<file path="config.mk">
export PLATFORM = sky130hd
export DESIGN_NAME = fir_bank_top
export DESIGN_NICKNAME = d
export VERILOG_FILES = /design/src/hdl/fir_pkg.sv /design/src/hdl/sample_splitter.sv /design/src/hdl/fir_channel.sv /design/src/hdl/frame_collector.sv /design/src/hdl/fir_bank_top.sv
export SDC_FILE = /design/constraint.sdc
export NUM_CORES = 2
export LEC_CHECK = 0
export BUFFER_PORTS_ARGS = -buffer_cell sky130_fd_sc_hd__buf_2
export CORE_ASPECT_RATIO = 0.75
export CORE_UTILIZATION = 55
export CTS_BUF_LIST = sky130_fd_sc_hd__clkbuf_8
export CTS_CLUSTER_SIZE = 24
export DETAILED_ROUTE_END_ITERATION = 8
export PLACE_DENSITY = 0.69
export SYNTH_ARGS = -nofsm -noshare
export SYNTH_HDL_FRONTEND = slang
export SYNTH_HIERARCHICAL = 1
export SYNTH_SLANG_ARGS = --single-unit
</file>
<file path="constraint.sdc">
create_clock -name clk -period 15.45 [get_ports clk]
set_input_delay 2.3175 -clock clk [delete_from_list [all_inputs] [get_ports clk]]
set_output_delay 2.3175 -clock clk [all_outputs]
set_load 0.02 [all_outputs]
</file>
<file path="src/hdl/fir_pkg.sv">
package fir_pkg;

    localparam int sample_w  = 9;   // signed input sample
    localparam int coeff_w   = 9;   // signed coefficient
    localparam int taps      = 73;
    localparam int half_taps = 37;  // folded, index 36 is the centre tap
    localparam int acc_w     = 25;  // 19 bit product plus 6 bits of growth over 37 terms
    localparam int ch_w      = 4;   // up to 16 channels

    // low-pass response, first half plus centre
    localparam logic signed [coeff_w-1:0] coeff_rom [half_taps] = '{
        9'sd0,    -9'sd1,   -9'sd1,   -9'sd2,   -9'sd3,   -9'sd3,   -9'sd4,   -9'sd4,
        -9'sd3,   -9'sd1,   9'sd1,    9'sd3,    9'sd7,    9'sd10,   9'sd12,   9'sd13,
        9'sd12,   9'sd9,    9'sd3,    -9'sd5,   -9'sd14,  -9'sd24,  -9'sd33,  -9'sd40,
        -9'sd43,  -9'sd39,  -9'sd29,  -9'sd12,  9'sd13,   9'sd44,   9'sd80,   9'sd119,
        9'sd157,  9'sd192,  9'sd222,  9'sd243,  9'sd255
    };

    typedef struct packed {
        logic [ch_w-1:0]            ch;      // channel tag
        logic signed [sample_w-1:0] sample;
    } in_word_t;

    typedef struct packed {
        logic [ch_w-1:0]         ch;
        logic signed [acc_w-1:0] value;  // full precision filter output
    } out_word_t;

    typedef enum logic [1:0] {
        st_idle,
        st_mac,      // one folded tap per cycle
        st_release,  // drain product register, latch result
        st_hold      // result waiting for the collector
    } fir_state_t;

    // four-phase req/ack sequencing, shared by splitter and collector
    typedef enum logic [1:0] {
        ln_idle,
        ln_ack,
        ln_wait_drop,
        ln_req
    } link_state_t;

endpackage

</file>
<file path="src/hdl/sample_splitter.sv">
`timescale 1ns/10ps

module sample_splitter #(
    parameter int num_channels = 2
) (
    input  logic                                           clk,
    input  logic                                           rst,
    input  fir_pkg::in_word_t                              in_word,
    input  logic                                           in_req,
    output logic                                           in_ack,
    input  logic [num_channels-1:0]                        ready,
    output logic [num_channels-1:0][fir_pkg::sample_w-1:0] samples,
    output logic                                           load
);

    fir_pkg::link_state_t     state;
    logic [fir_pkg::ch_w-1:0] exp_ch;     // tag expected on the next word
    logic                     last_ch;
    logic                     all_ready;

    assign last_ch   = exp_ch == fir_pkg::ch_w'(num_channels - 1);
    assign all_ready = &ready;            // every channel back in idle

    // slot write as soon as the word is seen
    always_ff @(posedge clk) begin
        if (state == fir_pkg::ln_idle && in_req) begin
            for (int i = 0; i < num_channels; i++) begin
                if (exp_ch == fir_pkg::ch_w'(i)) begin
                    samples[i] <= in_word.sample;
                end
            end
        end
    end

    always_ff @(posedge clk) begin
        if (rst) begin
            state  <= fir_pkg::ln_idle;
            exp_ch <= '0;
            in_ack <= 1'b0;
            load   <= 1'b0;
        end else begin
            load <= 1'b0;                 // strobe, one cycle only
            case (state)
                fir_pkg::ln_idle: begin
                    if (in_req) begin
                        if (!last_ch || all_ready) begin
                            in_ack <= 1'b1;
                            load   <= last_ch;  // frame complete, start all filters
                            state  <= fir_pkg::ln_wait_drop;
                        end else begin
                            state <= fir_pkg::ln_ack;  // back-pressure, channels busy
                        end
                    end
                end
                fir_pkg::ln_ack: begin
                    // last word parked here until the bank drains
                    if (all_ready) begin
                        in_ack <= 1'b1;
                        load   <= 1'b1;
                        state  <= fir_pkg::ln_wait_drop;
                    end
                end
                fir_pkg::ln_wait_drop: begin
                    if (!in_req) begin
                        in_ack <= 1'b0;
                        exp_ch <= last_ch ? '0 : exp_ch + 1'b1;  // wrap per frame
                        state  <= fir_pkg::ln_idle;
                    end
                end
                default: state <= fir_pkg::ln_idle;
            endcase
        end
    end

    // source walks the tags 0..n-1 in order
    a_tag_order: assert property (@(posedge clk) disable iff (rst)
        in_req |-> in_word.ch == exp_ch);

    a_word_stable: assert property (@(posedge clk) disable iff (rst)
        in_req |=> !in_req || $stable(in_word));

endmodule

</file>
<file path="src/hdl/fir_channel.sv">
`timescale 1ns/10ps

module fir_channel (
    input  logic                                clk,
    input  logic                                rst,
    input  logic                                load,
    input  logic signed [fir_pkg::sample_w-1:0] din,
    output logic                                ready,
    output logic signed [fir_pkg::acc_w-1:0]    result,
    output logic                                done,
    input  logic                                taken
);

    localparam int k_w    = $clog2(fir_pkg::half_taps);  // forward index, 0..36
    localparam int idx_w  = $clog2(fir_pkg::taps);       // mirror index, 72..36
    localparam int pair_w = fir_pkg::sample_w + 1;
    localparam int prod_w = pair_w + fir_pkg::coeff_w;

    logic signed [fir_pkg::sample_w-1:0] chain [fir_pkg::taps];  // x[n] at 0, x[n-72] at 72
    fir_pkg::fir_state_t                 state;
    logic [k_w-1:0]                      k;
    logic [idx_w-1:0]                    m;
    logic                                centre;
    logic signed [fir_pkg::sample_w-1:0] fwd;
    logic signed [fir_pkg::sample_w-1:0] rev_sel;
    logic signed [pair_w-1:0]            pair;
    logic signed [prod_w-1:0]            prod;     // pipeline reg ahead of acc
    logic signed [fir_pkg::acc_w-1:0]    acc;

    assign ready  = state == fir_pkg::st_idle;
    assign centre = k == k_w'(fir_pkg::half_taps - 1);

    // fold the symmetric pair, centre tap counted once
    assign fwd     = chain[idx_w'(k)];
    assign rev_sel = centre ? '0 : chain[m];
    assign pair    = fwd + rev_sel;

    // delay chain, one shift per frame
    always_ff @(posedge clk) begin
        if (rst) begin
            for (int i = 0; i < fir_pkg::taps; i++) begin
                chain[i] <= '0;
            end
        end else if (load) begin
            chain[0] <= din;
            for (int i = 1; i < fir_pkg::taps; i++) begin
                chain[i] <= chain[i-1];
            end
        end
    end

    always_ff @(posedge clk) begin
        if (rst) begin
            state <= fir_pkg::st_idle;
            k     <= '0;
            m     <= '0;
            prod  <= '0;
            acc   <= '0;
            done  <= 1'b0;
        end else begin
            case (state)
                fir_pkg::st_idle: begin
                    if (load) begin
                        k     <= '0;
                        m     <= idx_w'(fir_pkg::taps - 1);
                        prod  <= '0;   // first mac cycle adds nothing
                        acc   <= '0;
                        state <= fir_pkg::st_mac;
                    end
                end
                fir_pkg::st_mac: begin
                    prod <= pair * fir_pkg::coeff_rom[k];
                    acc  <= acc + prod;  // one tap behind the multiplier
                    if (centre) begin
                        state <= fir_pkg::st_release;
                    end else begin
                        k <= k + 1'b1;
                        m <= m - 1'b1;
                    end
                end
                fir_pkg::st_release: begin
                    done  <= 1'b1;
                    state <= fir_pkg::st_hold;
                end
                fir_pkg::st_hold: begin
                    // parked until the collector has sent the word
                    if (taken) begin
                        done  <= 1'b0;
                        state <= fir_pkg::st_idle;
                    end
                end
                default: state <= fir_pkg::st_idle;
            endcase
        end
    end

    // last product folded in on the drain cycle
    always_ff @(posedge clk) begin
        if (state == fir_pkg::st_release) begin
            result <= acc + prod;
        end
    end

    // splitter must honour ready before strobing
    a_load_idle: assert property (@(posedge clk) disable iff (rst)
        load |-> state == fir_pkg::st_idle);

endmodule

</file>
<file path="src/hdl/frame_collector.sv">
`timescale 1ns/10ps

module frame_collector #(
    parameter int num_channels = 2
) (
    input  logic                                        clk,
    input  logic                                        rst,
    input  logic [num_channels-1:0][fir_pkg::acc_w-1:0] results,
    input  logic [num_channels-1:0]                     done,
    output logic [num_channels-1:0]                     taken,
    output fir_pkg::out_word_t                          out_word,
    output logic                                        out_req,
    input  logic                                        out_ack
);

    fir_pkg::link_state_t             state;
    logic [fir_pkg::ch_w-1:0]         idx;      // channel currently on the link
    logic                             last_ch;
    logic                             all_done;
    logic                             launch;   // new word goes out next cycle
    logic [fir_pkg::ch_w-1:0]         sel_ch;
    logic signed [fir_pkg::acc_w-1:0] sel_val;

    assign last_ch  = idx == fir_pkg::ch_w'(num_channels - 1);
    assign all_done = &done && !(|taken);  // taken in flight, done not cleared yet

    assign launch = (state == fir_pkg::ln_idle) ? all_done :
                    (state == fir_pkg::ln_wait_drop && !out_ack && !last_ch);

    always_comb begin
        sel_ch  = (state == fir_pkg::ln_idle) ? '0 : idx + 1'b1;
        sel_val = '0;
        for (int i = 0; i < num_channels; i++) begin
            if (sel_ch == fir_pkg::ch_w'(i)) begin
                sel_val = results[i];
            end
        end
    end

    // word loaded together with the req rise
    always_ff @(posedge clk) begin
        if (launch) begin
            out_word.ch    <= sel_ch;
            out_word.value <= sel_val;
        end
    end

    always_ff @(posedge clk) begin
        if (rst) begin
            state   <= fir_pkg::ln_idle;
            idx     <= '0;
            out_req <= 1'b0;
            taken   <= '0;
        end else begin
            taken <= '0;
            case (state)
                fir_pkg::ln_idle: begin
                    if (launch) begin
                        idx     <= sel_ch;
                        out_req <= 1'b1;
                        state   <= fir_pkg::ln_req;
                    end
                end
                fir_pkg::ln_req: begin
                    if (out_ack) begin
                        out_req <= 1'b0;
                        state   <= fir_pkg::ln_wait_drop;
                    end
                end
                fir_pkg::ln_wait_drop: begin
                    if (!out_ack) begin
                        // handshake closed, release this channel
                        for (int i = 0; i < num_channels; i++) begin
                            taken[i] <= idx == fir_pkg::ch_w'(i);
                        end
                        if (last_ch) begin
                            state <= fir_pkg::ln_idle;
                        end else begin
                            idx     <= sel_ch;
                            out_req <= 1'b1;
                            state   <= fir_pkg::ln_req;
                        end
                    end
                end
                default: state <= fir_pkg::ln_idle;
            endcase
        end
    end

    a_word_stable: assert property (@(posedge clk) disable iff (rst)
        out_req |=> !out_req || $stable(out_word));

endmodule

</file>
<file path="src/hdl/fir_bank_top.sv">
`timescale 1ns/10ps

module fir_bank_top #(
    parameter int num_channels = 2
) (
    input  logic               clk,
    input  logic               rst,
    input  fir_pkg::in_word_t  in_word,
    input  logic               in_req,
    output logic               in_ack,
    output fir_pkg::out_word_t out_word,
    output logic               out_req,
    input  logic               out_ack
);

    logic [num_channels-1:0][fir_pkg::sample_w-1:0] samples;
    logic                                           load;     // common frame strobe
    logic [num_channels-1:0]                        ready;
    logic [num_channels-1:0][fir_pkg::acc_w-1:0]    results;
    logic [num_channels-1:0]                        done;
    logic [num_channels-1:0]                        taken;

    sample_splitter #(
        .num_channels(num_channels)
    ) splitter_i (
        .clk     (clk),
        .rst     (rst),
        .in_word (in_word),
        .in_req  (in_req),
        .in_ack  (in_ack),
        .ready   (ready),
        .samples (samples),
        .load    (load)
    );

    // one mac filter per channel
    for (genvar g = 0; g < num_channels; g++) begin : g_ch
        fir_channel ch_i (
            .clk    (clk),
            .rst    (rst),
            .load   (load),
            .din    (samples[g]),
            .ready  (ready[g]),
            .result (results[g]),
            .done   (done[g]),
            .taken  (taken[g])
        );
    end

    frame_collector #(
        .num_channels(num_channels)
    ) collector_i (
        .clk      (clk),
        .rst      (rst),
        .results  (results),
        .done     (done),
        .taken    (taken),
        .out_word (out_word),
        .out_req  (out_req),
        .out_ack  (out_ack)
    );

endmodule

</file>
==> flow_summary_export.csv <==
group,metric,value,unit
floorplan,fp.dieH,347.7,µm
setup_path,cp_max_fo,42,
setup_path,cp.arrival,11610,ps
logic_synthesis,synth_compound_area_share,4.031,%
route,wl_per_cell,22.46,µm
worst_hold_path,holdPathEnd,"collector_i/out_req$_SDFFE_PP0P_",
setup_path,critPathKind,"register to register",
logic_synthesis,yosys.cell_types.count,86,
logic_synthesis,yosysWarningCount,6,
cells_and_area,syn_to_final_growth,7.364,%
job,cap_violations,0,
cts,post_cts_buffers,0,
sta,setup_viol,0,
place,port_buffers,43,
setup_path,cp.required,16280,ps
cts,max-clock-path-buffers,3,
pwr,leakage,34.02,nW
cts,clkTransAtPathRegs,60,ps
sta,fin_skew,61.79,ps
cts,cts.htree.levels,4,
status,status,"finished clean",
floorplan,coreArea,157800,µm²
cts,cts-buffers-inserted,241,
sta,slew_headroom,17.04,%
sta,worstMarginPinSlew,1244,ps
logic_synthesis,synth_simple_gate_area_share,12.82,%
worst_hold_path,hold_class,"register to register",
worst_hold_path,hp-start,"collector_i/out_req$_SDFFE_PP0P_",
logic_synthesis,synthXorXnorAreaFrac,1.568,%
route,ant_nets,0,
sta,setup_tns,0,ps
floorplan,num_rows,126,
setup_path,crit_path_start_kind,"register",
cts,cts_resized,0,
logic_synthesis,synthFlopType,"edfxtp_1",
cts,clock-sinks,1574,
global_routing,antenna_found_initial,10,
global_routing,grt_usage,23.16,%
logic_synthesis,synthMuxAreaShare,20.79,%
cts,tritoncts,"done",
logic_synthesis,synthAdderAreaFrac,5.921,%
global_routing,grt_first_pass_wirelength,291.9,mm
route,wl,185.2,mm
logic_synthesis,async_reset_ff_share,0,%
cells_and_area,layout_commonest_cell,"edfxtp_1",
route,viasPerCell,6.112,
setup_path,cp_num_buf_inv,5,
logic_synthesis,ys_seq_area_share,52.08,%
logic_synthesis,synth_edf_count,1411,
cts,insertion_delay,1000,ps
global_routing,grt_max_degree,287,
route,dr.pass1.iters,5,
logic_synthesis,synthCells,5981,
worst_hold_path,whs_path_depth,2,
floorplan,io_pins,48,
setup_path,path_depth,34,
route,drc,0,
sta,finalHoldViolCount,0,
setup_path,crit_top_cell,"fa_1",
floorplan,die-area,160900,µm²
setup_path,reg2reg_slack,4670,ps
setup_path,critPathMaxStageDelay,960,ps
sta,finalCritPeriodShare,69.77,%
setup_path,r2r_end,"g_ch[1].ch_i/prod[17]$_SDFFE_PP0P_",
route,drt_iter0_markers,5444,
place,placed_cell_area,89520,µm²
logic_synthesis,synth_area,87620,µm²
cells_and_area,nNetsFinal,6285,
global_routing,grt.overflow.total,0,
logic_synthesis,ys_ff_latch,1574,
setup_path,worst_path_dominant_cell_family,"adder cells",
cts,holdBufCountCts,0,
logic_synthesis,syn_area_per_cell,14.65,µm²
setup_path,critPathSlowestCell,"dfxtp_4",
logic_synthesis,syn-num-nets,6331,
cells_and_area,mostFrequentLayoutCells,"edfxtp_1, and2_1, mux4_2, inv_1, clkbuf_8",
setup_path,endpoint_kind,"register",
place,post-dp-hpwl,111.7,mm
sta,fmax,0.09276,GHz
pwr,powerDensity,106.4,nW/µm²
global_routing,grt_pass1_vias,49810,
sta,rsz0062_at_grt,"no",
floorplan,start_util,55.52,%
floorplan,die_w,462.9,µm
cells_and_area,postLayoutCellArea,94070,µm²
place,gp_congestion,0.8416,
cts,root_buffer,"clkbuf_8",
sta,fin_crit,10780,ps
pwr,ir_worst_vdd,0.1088,mV
setup_path,rr_worst_depth,34,
cells_and_area,drive_above_1_share,20.80,%
sta,slew_violations,0,
logic_synthesis,synth_top_family_by_area,"multiplexers",
route,num_vias,50390,
[area by class of cell]
class                           count  area, µm²
Fill cell                       12020      63740
Sequential cell                  1574      45690
Multi-Input combinational cell   3812      39600
Clock buffer                      250       3441
Tap cell                         2112       2643
Clock inverter                    187       1101
Timing Repair Buffer              118      887.1
Inverter                          188      705.7
Antenna cell                        4      10.01
[cells in the mapped netlist (24+ instances only)]
| library cell | number | share of area, % |
|---|---|---|
| nand2_1 | 140 | 0.60 |
| a22o_1 | 28 | 0.28 |
| edfxtp_1 | 1411 | 48 |
| xor2_1 | 44 | 0.44 |
| o21ai_0 | 106 | 0.61 |
| xnor2_1 | 106 | 1.1 |
| a22oi_1 | 60 | 0.51 |
| mux4_2 | 778 | 20 |
| dfxtp_1 | 163 | 3.7 |
| mux2i_1 | 51 | 0.58 |
| a21oi_1 | 123 | 0.70 |
| nand3b_1 | 30 | 0.26 |
| and2_1 | 1195 | 8.5 |
| fa_1 | 136 | 3.1 |
| nor2b_1 | 151 | 1.1 |
| buf_2 | 67 | 0.38 |
| inv_1 | 184 | 0.79 |
| nor3_1 | 37 | 0.21 |
| buf_1 | 31 | 0.13 |
| a211oi_1 | 38 | 0.33 |
| nor2_1 | 248 | 1.1 |
| clkbuf_1 | 288 | 1.2 |
| ha_1 | 197 | 2.8 |
| a21o_1 | 36 | 0.31 |
| nand2b_1 | 24 | 0.17 |
[cell families after synthesis]
kind of cell / count (synthesis)
xor+xnor: 153
compound gates: 533
flops: 1574
fa+ha+maj: 333
buf+inv: 595
simple gates: 1948
mux: 845
[flip-flops by register name (all words and copies together) (netlist names), 4 cells and up, named ones only]
name,cells
g_ch.ch_i/chain,1314
g_ch.ch_i/acc,50
g_ch.ch_i/result,50
g_ch.ch_i/prod,38
collector_i/out_word,29
splitter_i/samples,18
g_ch.ch_i/m,14
g_ch.ch_i/k,12
collector_i/idx,4
g_ch.ch_i/state,4
splitter_i/exp_ch,4
[through the flow]
stage	setup WS [ps]	power [mW]	utilization (%)	cells	hold WS (ps)
2_1_floorplan	3733	6.336	-	5981	429.2
3_3_place_gp	4743	6.719	56.73	7804	440.8
3_5_place_dp	4647	6.747	56.73	7804	448.7
4_1_cts	4652	10.11	59.60	8241	460.0
5_1_grt	3995	10.45	59.61	8245	485.8
6_report	4670	10.01	59.61	8245	459.1
[tightest hold or removal path: stages, from the launching register on]
cell and delay, ps:
dfxtp_1 310, nand2_1 50, a21oi_1 50
[where the power goes]
part           switching, mW  internal, mW
clock                   1.69          1.65
sequential             0.166          4.87
combinational          0.927         0.705
[worst max-delay path by stage]
stage,from,to,slack [ps]
after floorplan,rst,g_ch[0].ch_i/chain[0][0]$_SDFFCE_PN0P_,3730
after global placement,register,g_ch[0].ch_i/prod[18]$_SDFFE_PP0P_,4740
after detailed placement,register,g_ch[0].ch_i/prod[18]$_SDFFE_PP0P_,4650
after CTS,register,g_ch[0].ch_i/prod[18]$_SDFFE_PP0P_,4650
after global routing,register,g_ch[1].ch_i/prod[17]$_SDFFE_PP0P_,4000
final,register,g_ch[1].ch_i/prod[17]$_SDFFE_PP0P_,4670
[per-layer routing]
layer	up-vias	wire length, µm	GRT usage, %
met3	264	15810	5.385
met1	25760	87540	37.07
met2	1827	78250	31.62
met4	6	3531	6.041
li1	22540	-	-
met5	-	35	0
Note: power is estimated with default switching activity, not from simulation.
